### config.mk
export PLATFORM = sky130hd
export DESIGN_NAME = pcie_cfg_top
export DESIGN_NICKNAME = d
export VERILOG_FILES = /design/src/hw/pcie_cfg_regmap_pkg.sv /design/src/hw/pcie_cfg_cmd_pkg.sv /design/src/hw/cfg_mgmt_if.sv /design/src/hw/reg_access_if.sv /design/src/hw/pcie_cfg_top.sv /design/src/hw/cfg_rsp_fifo.sv /design/src/hw/cfg_mgmt_sequencer.sv /design/src/hw/cfg_reg_file.sv /design/src/hw/cfg_cmd_decoder.sv
export SDC_FILE = /design/constraint.sdc
export NUM_CORES = 1
export LEC_CHECK = 0
export ABC_AREA = 0
export BUFFER_PORTS_ARGS = -buffer_cell sky130_fd_sc_hd__buf_2
export CAP_MARGIN = 20
export CORE_UTILIZATION = 43
export DETAILED_ROUTE_END_ITERATION = 6
export GPL_ROUTABILITY_DRIVEN = 0
export MAX_ROUTING_LAYER = met4
export SLEW_MARGIN = 20
export SYNTH_ARGS = -nofsm -noshare
export SYNTH_HDL_FRONTEND = slang
export SYNTH_SLANG_ARGS = --single-unit
### constraint.sdc
create_clock -name clk_pcie -period 6.1 [get_ports clk_pcie]
set_input_delay 0.61 -clock clk_pcie [delete_from_list [all_inputs] [get_ports clk_pcie]]
set_output_delay 0.61 -clock clk_pcie [all_outputs]
set_load 0.01 [all_outputs]
### src/hw/pcie_cfg_regmap_pkg.sv
// Configuration register map: control and status halves, field offsets and magic values
`default_nettype none

package pcie_cfg_regmap_pkg;

    typedef logic [9:0]  dw_addr_t;                   // Config space dword address
    typedef logic [31:0] dword_t;
    typedef logic [3:0]  byte_en_t;

    localparam int          RW_BITS  = 128;           // Control half size
    localparam int          RO_BITS  = 160;           // Status half size
    localparam logic [15:0] MAGIC_RW = 16'h6745;
    localparam logic [15:0] MAGIC_RO = 16'h2301;

    // ------------------------------
    // Control half bit offsets
    localparam int RW_MAGIC     = 0;
    localparam int RW_RD_START  = 16;                 // +02 bit 0
    localparam int RW_WR_START  = 17;                 // +02 bit 1
    localparam int RW_WAIT      = 18;                 // +02 bit 2
    localparam int RW_BYTECOUNT = 32;                 // +04
    localparam int RW_MGMT_DI   = 64;                 // +08
    localparam int RW_DWADDR    = 96;                 // +0C bits 9:0
    localparam int RW_BYTE_EN   = 108;                // +0C bits 15:12

    // ------------------------------
    // Status half bit offsets
    localparam int RO_MAGIC        = 0;
    localparam int RO_RD_EN        = 16;              // +02
    localparam int RO_WR_EN        = 17;
    localparam int RO_BYTECOUNT    = 32;              // +04
    localparam int RO_PCIE_ID      = 64;              // +08
    localparam int RO_COMMAND      = 80;              // +0A
    localparam int RO_STATUS       = 96;              // +0C
    localparam int RO_RES_ADDR     = 112;             // +0E
    localparam int RO_RES_VALID    = 123;
    localparam int RO_RES_BYTE_EN  = 124;
    localparam int RO_RES_DATA     = 128;             // +10

endpackage

`default_nettype wire

### src/hw/pcie_cfg_cmd_pkg.sv
// Host command and response word layouts with their field widths
`default_nettype none

package pcie_cfg_cmd_pkg;

    typedef logic [63:0] cmd_word_t;
    typedef logic [31:0] rsp_word_t;                  // Address echo, swapped data
    typedef logic [15:0] reg_addr_t;                  // Byte address
    typedef logic [15:0] half_t;                      // Field value or mask

    // ------------------------------
    // Command word fields
    localparam int TYPE_RD_BIT   = 12;
    localparam int TYPE_WR_BIT   = 13;
    localparam int CMD_ADDR_LSB  = 16;
    localparam int CMD_MASK_LSB  = 32;                // Bytes swapped
    localparam int CMD_VALUE_LSB = 48;                // Bytes swapped

    // Address bit 15 picks the control half
    localparam int ADDR_CTRL_BIT = 15;

endpackage

`default_nettype wire
### src/hw/cfg_mgmt_if.sv
// Start requests and access results between register file and management sequencer
`timescale 1ns/1ps
`default_nettype none

interface cfg_mgmt_if;

    logic                           rd_req;
    logic                           wr_req;
    pcie_cfg_regmap_pkg::dw_addr_t  dwaddr;
    pcie_cfg_regmap_pkg::dword_t    di;
    pcie_cfg_regmap_pkg::byte_en_t  byte_en;
    logic                           take;             // Clears both start bits
    logic                           busy;
    logic                           result_valid;
    pcie_cfg_regmap_pkg::dw_addr_t  result_addr;
    pcie_cfg_regmap_pkg::dword_t    result_data;
    pcie_cfg_regmap_pkg::byte_en_t  result_byte_en;

    modport regs (
        output rd_req, wr_req, dwaddr, di, byte_en,
        input  take, busy, result_valid, result_addr, result_data, result_byte_en
    );

    modport seq (
        input  rd_req, wr_req, dwaddr, di, byte_en,
        output take, busy, result_valid, result_addr, result_data, result_byte_en
    );

endinterface

`default_nettype wire

### src/hw/reg_access_if.sv
// Register access path from the command decoder into the register file
`timescale 1ns/1ps
`default_nettype none

interface reg_access_if;

    pcie_cfg_cmd_pkg::reg_addr_t rd_addr;
    pcie_cfg_cmd_pkg::half_t     rd_data;            // Combinational return
    logic                        wr_en;
    pcie_cfg_cmd_pkg::reg_addr_t wr_addr;
    pcie_cfg_cmd_pkg::half_t     wr_value;
    pcie_cfg_cmd_pkg::half_t     wr_mask;
    logic                        wait_block;          // Throttle from wait bit

    modport decoder (
        output rd_addr, wr_en, wr_addr, wr_value, wr_mask,
        input  rd_data, wait_block
    );

    modport regs (
        input  rd_addr, wr_en, wr_addr, wr_value, wr_mask,
        output rd_data, wait_block
    );

endinterface

`default_nettype wire

### src/hw/pcie_cfg_top.sv
// PCIe endpoint configuration management top level
`timescale 1ns/1ps
`default_nettype none

module pcie_cfg_top #(
    parameter int RSP_DEPTH = 8
) (
    input  logic                            clk_pcie,
    input  logic                            rst,
    // Command and response streams
    input  logic                            i_cmd_valid,
    output logic                            o_cmd_ready,
    input  pcie_cfg_cmd_pkg::cmd_word_t     i_cmd_data,
    output logic                            o_rsp_valid,
    input  logic                            i_rsp_ready,
    output pcie_cfg_cmd_pkg::rsp_word_t     o_rsp_data,
    // Core management port
    output logic                            o_cfg_mgmt_rd_en,
    output logic                            o_cfg_mgmt_wr_en,
    output pcie_cfg_regmap_pkg::dw_addr_t   o_cfg_mgmt_dwaddr,
    output pcie_cfg_regmap_pkg::dword_t     o_cfg_mgmt_di,
    output pcie_cfg_regmap_pkg::byte_en_t   o_cfg_mgmt_byte_en,
    input  pcie_cfg_regmap_pkg::dword_t     i_cfg_mgmt_do,
    input  logic                            i_cfg_mgmt_rd_wr_done,
    // Core status
    input  logic [7:0]                      i_cfg_bus_number,
    input  logic [4:0]                      i_cfg_device_number,
    input  logic [2:0]                      i_cfg_function_number,
    input  logic [15:0]                     i_cfg_command,
    input  logic [15:0]                     i_cfg_status,
    output pcie_cfg_cmd_pkg::half_t         o_pcie_id
);

    logic                        push;
    logic                        push_ready;
    pcie_cfg_cmd_pkg::rsp_word_t push_data;

    reg_access_if ra_if ();
    cfg_mgmt_if   mg_if ();

    cfg_cmd_decoder u_decoder (
        .i_clk_pcie   (clk_pcie),
        .i_rst        (rst),
        .i_cmd_valid  (i_cmd_valid),
        .o_cmd_ready  (o_cmd_ready),
        .i_cmd_data   (i_cmd_data),
        .ra           (ra_if.decoder),
        .o_push       (push),
        .o_push_data  (push_data),
        .i_push_ready (push_ready)
    );

    cfg_reg_file u_reg_file (
        .i_clk_pcie            (clk_pcie),
        .i_rst                 (rst),
        .ra                    (ra_if.regs),
        .mg                    (mg_if.regs),
        .i_cfg_bus_number      (i_cfg_bus_number),
        .i_cfg_device_number   (i_cfg_device_number),
        .i_cfg_function_number (i_cfg_function_number),
        .i_cfg_command         (i_cfg_command),
        .i_cfg_status          (i_cfg_status),
        .i_cfg_mgmt_rd_en      (o_cfg_mgmt_rd_en),
        .i_cfg_mgmt_wr_en      (o_cfg_mgmt_wr_en),
        .o_pcie_id             (o_pcie_id)
    );

    cfg_mgmt_sequencer u_sequencer (
        .i_clk_pcie            (clk_pcie),
        .i_rst                 (rst),
        .mg                    (mg_if.seq),
        .o_cfg_mgmt_rd_en      (o_cfg_mgmt_rd_en),
        .o_cfg_mgmt_wr_en      (o_cfg_mgmt_wr_en),
        .o_cfg_mgmt_dwaddr     (o_cfg_mgmt_dwaddr),
        .o_cfg_mgmt_di         (o_cfg_mgmt_di),
        .o_cfg_mgmt_byte_en    (o_cfg_mgmt_byte_en),
        .i_cfg_mgmt_do         (i_cfg_mgmt_do),
        .i_cfg_mgmt_rd_wr_done (i_cfg_mgmt_rd_wr_done)
    );

    cfg_rsp_fifo #(
        .RSP_DEPTH (RSP_DEPTH)
    ) u_rsp_fifo (
        .i_clk_pcie   (clk_pcie),
        .i_rst        (rst),
        .i_push       (push),
        .i_push_data  (push_data),
        .o_push_ready (push_ready),
        .o_rsp_valid  (o_rsp_valid),
        .o_rsp_data   (o_rsp_data),
        .i_rsp_ready  (i_rsp_ready)
    );

endmodule

`default_nettype wire

### src/hw/cfg_rsp_fifo.sv
// Response FIFO with one slot of headroom for a read already in flight
`timescale 1ns/1ps
`default_nettype none

module cfg_rsp_fifo #(
    parameter int RSP_DEPTH = 8
) (
    input  logic                          i_clk_pcie,
    input  logic                          i_rst,
    input  logic                          i_push,
    input  pcie_cfg_cmd_pkg::rsp_word_t   i_push_data,
    output logic                          o_push_ready,
    output logic                          o_rsp_valid,
    output pcie_cfg_cmd_pkg::rsp_word_t   o_rsp_data,
    input  logic                          i_rsp_ready
);

    localparam int PTR_W = (RSP_DEPTH > 1) ? $clog2(RSP_DEPTH) : 1;

    pcie_cfg_cmd_pkg::rsp_word_t mem [RSP_DEPTH];
    logic [PTR_W-1:0]            wr_ptr;
    logic [PTR_W-1:0]            rd_ptr;
    logic [PTR_W:0]              count;
    logic                        do_push;
    logic                        do_pop;

    assign do_push      = i_push & (count != (PTR_W+1)'(RSP_DEPTH));
    assign do_pop       = o_rsp_valid & i_rsp_ready;
    assign o_rsp_valid  = (count != '0);
    assign o_rsp_data   = mem[rd_ptr];
    assign o_push_ready = (count < (PTR_W+1)'(RSP_DEPTH - 1));

    always_ff @(posedge i_clk_pcie)
    begin
        if (do_push)
            mem[wr_ptr] <= i_push_data;
    end

    always_ff @(posedge i_clk_pcie)
    begin
        if (i_rst)
        begin
            wr_ptr <= '0;
            rd_ptr <= '0;
            count  <= '0;
        end
        else
        begin
            if (do_push)
                wr_ptr <= (wr_ptr == PTR_W'(RSP_DEPTH - 1)) ? '0 : wr_ptr + 1'b1;
            if (do_pop)
                rd_ptr <= (rd_ptr == PTR_W'(RSP_DEPTH - 1)) ? '0 : rd_ptr + 1'b1;
            if (do_push && !do_pop)
                count <= count + 1'b1;
            else if (do_pop && !do_push)
                count <= count - 1'b1;
        end
    end

endmodule

`default_nettype wire

### src/hw/cfg_mgmt_sequencer.sv
// Management sequencer: one config space access per start request, result latched at done
`timescale 1ns/1ps
`default_nettype none

module cfg_mgmt_sequencer (
    input  logic                            i_clk_pcie,
    input  logic                            i_rst,
    cfg_mgmt_if.seq                         mg,
    output logic                            o_cfg_mgmt_rd_en,
    output logic                            o_cfg_mgmt_wr_en,
    output pcie_cfg_regmap_pkg::dw_addr_t   o_cfg_mgmt_dwaddr,
    output pcie_cfg_regmap_pkg::dword_t     o_cfg_mgmt_di,
    output pcie_cfg_regmap_pkg::byte_en_t   o_cfg_mgmt_byte_en,
    input  pcie_cfg_regmap_pkg::dword_t     i_cfg_mgmt_do,
    input  logic                            i_cfg_mgmt_rd_wr_done
);

    typedef enum logic [1:0] {
        IDLE,
        READ,
        WRITE
    } seq_state_t;

    seq_state_t state;
    logic       take_q;

    assign mg.take = take_q;
    assign mg.busy = (state != IDLE);

    // Enables drop in the done cycle
    assign o_cfg_mgmt_rd_en   = (state == READ) & ~i_cfg_mgmt_rd_wr_done;
    assign o_cfg_mgmt_wr_en   = (state == WRITE) & ~i_cfg_mgmt_rd_wr_done;
    assign o_cfg_mgmt_dwaddr  = mg.dwaddr;
    assign o_cfg_mgmt_di      = mg.di;
    assign o_cfg_mgmt_byte_en = mg.byte_en;

    always_ff @(posedge i_clk_pcie)
    begin
        if (i_rst)
        begin
            state           <= IDLE;
            take_q          <= 1'b0;
            mg.result_valid <= 1'b0;
        end
        else
        begin
            take_q <= 1'b0;
            case (state)
                IDLE:
                    if (take_q)
                        state <= mg.rd_req ? READ : WRITE;   // Read wins
                    else if (mg.rd_req | mg.wr_req)
                    begin
                        take_q          <= 1'b1;
                        mg.result_valid <= 1'b0;
                    end
                READ, WRITE:
                    if (i_cfg_mgmt_rd_wr_done)
                    begin
                        state           <= IDLE;
                        mg.result_valid <= 1'b1;
                    end
                default:
                    state <= IDLE;
            endcase
        end
    end

    always_ff @(posedge i_clk_pcie)
    begin
        if ((state != IDLE) && i_cfg_mgmt_rd_wr_done)
        begin
            mg.result_addr    <= mg.dwaddr;
            mg.result_data    <= i_cfg_mgmt_do;
            mg.result_byte_en <= mg.byte_en;
        end
    end

endmodule

`default_nettype wire

### src/hw/cfg_reg_file.sv
// Register file: writable control half, assembled status half and 16-bit field access
`timescale 1ns/1ps
`default_nettype none

module cfg_reg_file (
    input  logic                      i_clk_pcie,
    input  logic                      i_rst,
    reg_access_if.regs                ra,
    cfg_mgmt_if.regs                  mg,
    input  logic [7:0]                i_cfg_bus_number,
    input  logic [4:0]                i_cfg_device_number,
    input  logic [2:0]                i_cfg_function_number,
    input  logic [15:0]               i_cfg_command,
    input  logic [15:0]               i_cfg_status,
    input  logic                      i_cfg_mgmt_rd_en,
    input  logic                      i_cfg_mgmt_wr_en,
    output pcie_cfg_cmd_pkg::half_t   o_pcie_id
);

    logic [pcie_cfg_regmap_pkg::RW_BITS-1:0]  rw;
    logic [pcie_cfg_regmap_pkg::RW_BITS-1:0]  rw_next;
    logic [pcie_cfg_regmap_pkg::RW_BITS-1:0]  wr_mask_vec;
    logic [pcie_cfg_regmap_pkg::RW_BITS-1:0]  wr_val_vec;
    logic [pcie_cfg_regmap_pkg::RO_BITS-1:0]  ro;
    logic [pcie_cfg_regmap_pkg::RW_BITS+15:0] rw_rd;
    logic [pcie_cfg_regmap_pkg::RO_BITS+15:0] ro_rd;
    logic [17:0]                              wr_bit;
    logic [17:0]                              rd_bit;

    // ------------------------------
    // Control half
    assign wr_bit      = {ra.wr_addr[14:0], 3'b000};
    assign wr_mask_vec = {{(pcie_cfg_regmap_pkg::RW_BITS-16){1'b0}}, ra.wr_mask} << wr_bit;
    assign wr_val_vec  = {{(pcie_cfg_regmap_pkg::RW_BITS-16){1'b0}}, ra.wr_value} << wr_bit;

    always_comb
    begin
        rw_next = rw;
        if (ra.wr_en)
            rw_next = (rw & ~wr_mask_vec) | (wr_val_vec & wr_mask_vec);   // Past the end shifts out
        if (mg.take)
        begin
            rw_next[pcie_cfg_regmap_pkg::RW_RD_START] = 1'b0;
            rw_next[pcie_cfg_regmap_pkg::RW_WR_START] = 1'b0;
        end
    end

    always_ff @(posedge i_clk_pcie)
    begin
        if (i_rst)
        begin
            rw <= '0;
            rw[pcie_cfg_regmap_pkg::RW_MAGIC +: 16]    <= pcie_cfg_regmap_pkg::MAGIC_RW;
            rw[pcie_cfg_regmap_pkg::RW_BYTECOUNT +: 32] <= 32'(pcie_cfg_regmap_pkg::RW_BITS / 8);
            rw[pcie_cfg_regmap_pkg::RW_BYTE_EN +: 4]   <= 4'hF;
        end
        else
            rw <= rw_next;
    end

    assign mg.rd_req  = rw[pcie_cfg_regmap_pkg::RW_RD_START];
    assign mg.wr_req  = rw[pcie_cfg_regmap_pkg::RW_WR_START];
    assign mg.dwaddr  = rw[pcie_cfg_regmap_pkg::RW_DWADDR +: 10];
    assign mg.di      = rw[pcie_cfg_regmap_pkg::RW_MGMT_DI +: 32];
    assign mg.byte_en = rw[pcie_cfg_regmap_pkg::RW_BYTE_EN +: 4];

    // Stall host while an access is pending or running
    assign ra.wait_block = rw[pcie_cfg_regmap_pkg::RW_WAIT] & (mg.rd_req | mg.wr_req | mg.busy);

    // ------------------------------
    // Status half
    assign o_pcie_id = {i_cfg_bus_number, i_cfg_device_number, i_cfg_function_number};

    always_comb
    begin
        ro = '0;
        ro[pcie_cfg_regmap_pkg::RO_MAGIC +: 16]       = pcie_cfg_regmap_pkg::MAGIC_RO;
        ro[pcie_cfg_regmap_pkg::RO_RD_EN]             = i_cfg_mgmt_rd_en;
        ro[pcie_cfg_regmap_pkg::RO_WR_EN]             = i_cfg_mgmt_wr_en;
        ro[pcie_cfg_regmap_pkg::RO_BYTECOUNT +: 32]   = 32'(pcie_cfg_regmap_pkg::RO_BITS / 8);
        ro[pcie_cfg_regmap_pkg::RO_PCIE_ID +: 16]     = o_pcie_id;
        ro[pcie_cfg_regmap_pkg::RO_COMMAND +: 16]     = i_cfg_command;
        ro[pcie_cfg_regmap_pkg::RO_STATUS +: 16]      = i_cfg_status;
        ro[pcie_cfg_regmap_pkg::RO_RES_ADDR +: 10]    = mg.result_addr;
        ro[pcie_cfg_regmap_pkg::RO_RES_VALID]         = mg.result_valid;
        ro[pcie_cfg_regmap_pkg::RO_RES_BYTE_EN +: 4]  = mg.result_byte_en;
        ro[pcie_cfg_regmap_pkg::RO_RES_DATA +: 32]    = mg.result_data;
    end

    // ------------------------------
    // Field read, zero beyond a half
    assign rd_bit     = {ra.rd_addr[14:0], 3'b000};
    assign rw_rd      = {16'h0000, rw} >> rd_bit;
    assign ro_rd      = {16'h0000, ro} >> rd_bit;
    assign ra.rd_data = ra.rd_addr[pcie_cfg_cmd_pkg::ADDR_CTRL_BIT] ? rw_rd[15:0] : ro_rd[15:0];

endmodule

`default_nettype wire

### src/hw/cfg_cmd_decoder.sv
// Command decoder: splits host words, drives register reads and writes, queues responses
`timescale 1ns/1ps
`default_nettype none

module cfg_cmd_decoder (
    input  logic                          i_clk_pcie,
    input  logic                          i_rst,
    input  logic                          i_cmd_valid,
    output logic                          o_cmd_ready,
    input  pcie_cfg_cmd_pkg::cmd_word_t   i_cmd_data,
    reg_access_if.decoder                 ra,
    output logic                          o_push,
    output pcie_cfg_cmd_pkg::rsp_word_t   o_push_data,
    input  logic                          i_push_ready
);

    pcie_cfg_cmd_pkg::reg_addr_t cmd_addr;
    pcie_cfg_cmd_pkg::half_t     cmd_mask;
    pcie_cfg_cmd_pkg::half_t     cmd_value;
    logic                        accept;
    logic                        is_read;
    logic                        is_write;

    assign cmd_addr  = i_cmd_data[pcie_cfg_cmd_pkg::CMD_ADDR_LSB +: 16];
    assign cmd_mask  = {i_cmd_data[pcie_cfg_cmd_pkg::CMD_MASK_LSB +: 8],
                        i_cmd_data[pcie_cfg_cmd_pkg::CMD_MASK_LSB + 8 +: 8]};
    assign cmd_value = {i_cmd_data[pcie_cfg_cmd_pkg::CMD_VALUE_LSB +: 8],
                        i_cmd_data[pcie_cfg_cmd_pkg::CMD_VALUE_LSB + 8 +: 8]};

    assign o_cmd_ready = i_push_ready & ~ra.wait_block;
    assign accept      = i_cmd_valid & o_cmd_ready;
    assign is_read     = accept & i_cmd_data[pcie_cfg_cmd_pkg::TYPE_RD_BIT];
    assign is_write    = accept & i_cmd_data[pcie_cfg_cmd_pkg::TYPE_WR_BIT]
                         & cmd_addr[pcie_cfg_cmd_pkg::ADDR_CTRL_BIT];   // Status half is read-only

    assign ra.rd_addr  = cmd_addr;
    assign ra.wr_en    = is_write;
    assign ra.wr_addr  = cmd_addr;
    assign ra.wr_value = cmd_value;
    assign ra.wr_mask  = cmd_mask;

    always_ff @(posedge i_clk_pcie)
    begin
        if (i_rst)
            o_push <= 1'b0;
        else
            o_push <= is_read;
    end

    // Read data captured before any write of the same edge lands
    always_ff @(posedge i_clk_pcie)
    begin
        if (is_read)
            o_push_data <= {cmd_addr, ra.rd_data[7:0], ra.rd_data[15:8]};
    end

endmodule

`default_nettype wire

==> impl_metrics.json <==
{
  "postCtsSetupBuffers": 0,
  "grt_max_degree": 83,
  "critPathRequiredTime_ns": 5.49,
  "synth_sequential_area_ratio_pct": 55.49,
  "multiInputGateArea_um2": 9334,
  "top_level_ports": 247,
  "instances_no_fill": 2657,
  "drt_pre_antenna_iters": 6,
  "global_route_wire_length_before_repair_um": 101400,
  "timing.final.crit_period_ns": 3.791,
  "synthDistinctLibCells": 74,
  "clock_tree.buffer_depth": 3,
  "viasPerCell": 6.085,
  "global_route.usage.total_pct": 25.23,
  "critical_path.endpoint_type": "output port",
  "hpwlAfterDp_um": 45200,
  "grt_overflow": 0,
  "fmax_mhz": 263.8,
  "status": "finished clean",
  "io_buffers": 232,
  "post_synth_instance_area_um2": 23340,
  "holdBufCountCts": 0,
  "setup_ws_post_layout_ns": 2.309,
  "ys_async_sr_fraction_pct": 0,
  "maxSlewViolCount": 0,
  "p_per_area_nw_per_um2": 302.6,
  "setup_tns_ns": 0,
  "tritoncts.num_buffers": 51,
  "rows": 85,
  "most-common-layout-cells": "334 x edfxtp_1, 228 x buf_2, 144 x dfxtp_1",
  "ys_seq_elements": 480,
  "worst_skew_late_latency_ns": 0.62,
  "syn_to_final_growth_pct": 13.71,
  "synth_top_cell_by_area": "edfxtp_1",
  "grt_setup_unrepaired": "false",
  "fillers": 4632,
  "synth.yosys.warnings": 0,
  "syn_inst": 1786,
  "clock-root-buffer": "clkbuf_16",
  "worst_slew_pin_slew_ns": 1.152,
  "detail_route.drc_violations": 0,
  "slew-limit-headroom_pct": 23.09,
  "worst-r2r-cell-count": 8,
  "worst-path-max-fanout": 40,
  "main_flop_type_after_synthesis": "edfxtp_1",
  "synth_top_cell_area_share_pct": 42.97,
  "netlist_top_cells_area": "edfxtp_1 43%, dfxtp_1 13%, mux4_2 11%, mux2i_1 4.6%, mux2_2 2.3%",
  "cts_tree": "yes",
  "leakage_nw": 9.281,
  "synth-edff-count": 334,
  "num_vias": 16170,
  "min_path_cells": 1,
  "dp_cells": 2560,
  "fp.dieW_um": 235.0,
  "setup-violations-final": 0,
  "floorplan.die_area_um2": 55220,
  "drt-total-wl_um": 68410,
  "critPathKind": "reg2out",
  "clock-sinks": 480,
  "final_layout_size_suffix_gt1_share_pct": 29.96,
  "hold_path_class": "in2reg",
  "peak_vdd_ir_mv": 0.2044,
  "final_common_cell": "edfxtp_1",
  "register_clock_pin_slew_on_the_reported_worst_setup_and_hold_paths_ns": 0.06,
  "post_synth.cell_area_avg_um2": 13.07,
  "startpoint_type": "register",
  "detail-route-antenna-nets": 0,
  "post_cts.resized_instances": 0,
  "critical_path_arrival_ns": 3.18,
  "first_global_vias": 15490,
  "drtIter0Drc": 1573,
  "seqCellArea_um2": 12960,
  "dp_worst_setup_slack_ns": 2.058,
  "hold_viol_final": 0,
  "timing.max_cap.violations": 0,
  "postSynthNetCount": 1946,
  "die_h_um": 235.0,
  "grt_antenna_before_repair": 2,
  "detail_route.wl_per_cell_um": 25.75,
  "htree_num_levels": 2,
  "finClkSkew_ns": 0.04300,
  "final_nets": 2078,
  "min_period_over_period_pct": 62.14,
  "floorplan.initialDensity_pct": 43.46,
  "design.core.area_um2": 53710
}
==> synthesized netlist by cell type, drive strengths merged (47+ instances only) <==
| cell type | n |
|---|---|
| dfxtp | 146 |
| mux4 | 118 |
| edfxtp | 334 |
| o21ai | 68 |
| nand2b | 68 |
| mux2i | 107 |
| nor2 | 80 |
| nand2 | 87 |
| buf | 120 |
| clkbuf | 70 |
| a21oi | 105 |
| mux2 | 47 |
==> area by class of cell <==
cell class              count  area share (%)
diodes                      2         0.01886
clock inverters            32           1.622
well taps                 696           3.281
multi-input cells        1092           35.17
clock buffers              62           5.157
flip-flops and latches    480           48.82
repair buffers            269           5.596
inverters                  24          0.3394
==> worst paths after layout <==
path	endpoint	slack [ns]	start
worst max-delay path	o_rsp_data[19]	2.31	register
worst min-delay path	u_sequencer.mg.result_data[18]$_DFFE_PP_	0.16	i_cfg_mgmt_do[18]
worst max register to register	register	2.39	u_sequencer.state[0]$_SDFFE_PP0P_
worst min register to register	register	0.48	register
==> power by group <==
| part | total [mW] | internal, mW | switching [mW] | leakage [nW] |
|---|---|---|---|---|
| Sequential | 3.68 | 3.56 | 0.122 | 4.20 |
| Clock | 3.29 | 1.95 | 1.34 | 0.867 |
| Combinational | 1.06 | 0.516 | 0.546 | 4.21 |
==> cell families after synthesis <==
kind of cell	share of synthesized area (%)
DFF	55.49
and+or+nand+nor	9.016
AOI/OAI and AO/OA	11.73
muxes	18.24
buffers and inverters	4.782
adders and majority gates	0.6218
xor gates and xnor gates	0.1126
==> critical path, stage by stage, from the launching register on <==
cell,delay (ns)
dfxtp_4,0.90
buf_4,0.58
mux4_2,0.58
mux2_2,0.30
buf_2,0.15
==> through the flow <==
step           hold WS (ns)  utilization [%]  power, mW  cell area (um2)
6_report             0.1628            49.42      8.032            26540
5_1_grt              0.1345            49.42      8.321            26540
4_1_cts              0.1259            49.35      8.095            26500
3_5_place_dp         0.4691            46.00      4.815            24700
3_3_place_gp         0.4601            46.00      4.795            24700
2_1_floorplan        0.4248                -      4.440            23340
==> per-layer routing <==
metal  global-route usage, %  vias to the layer above  wire length [um]
li1                        -                     7174                 -
met1                   33.77                     8138             28730
met2                   40.00                      723             32780
met3                   3.348                      134              4706
met4                   7.875                        0              2191
met5                       -                        -                 0
(Power assumes the default switching activity.)
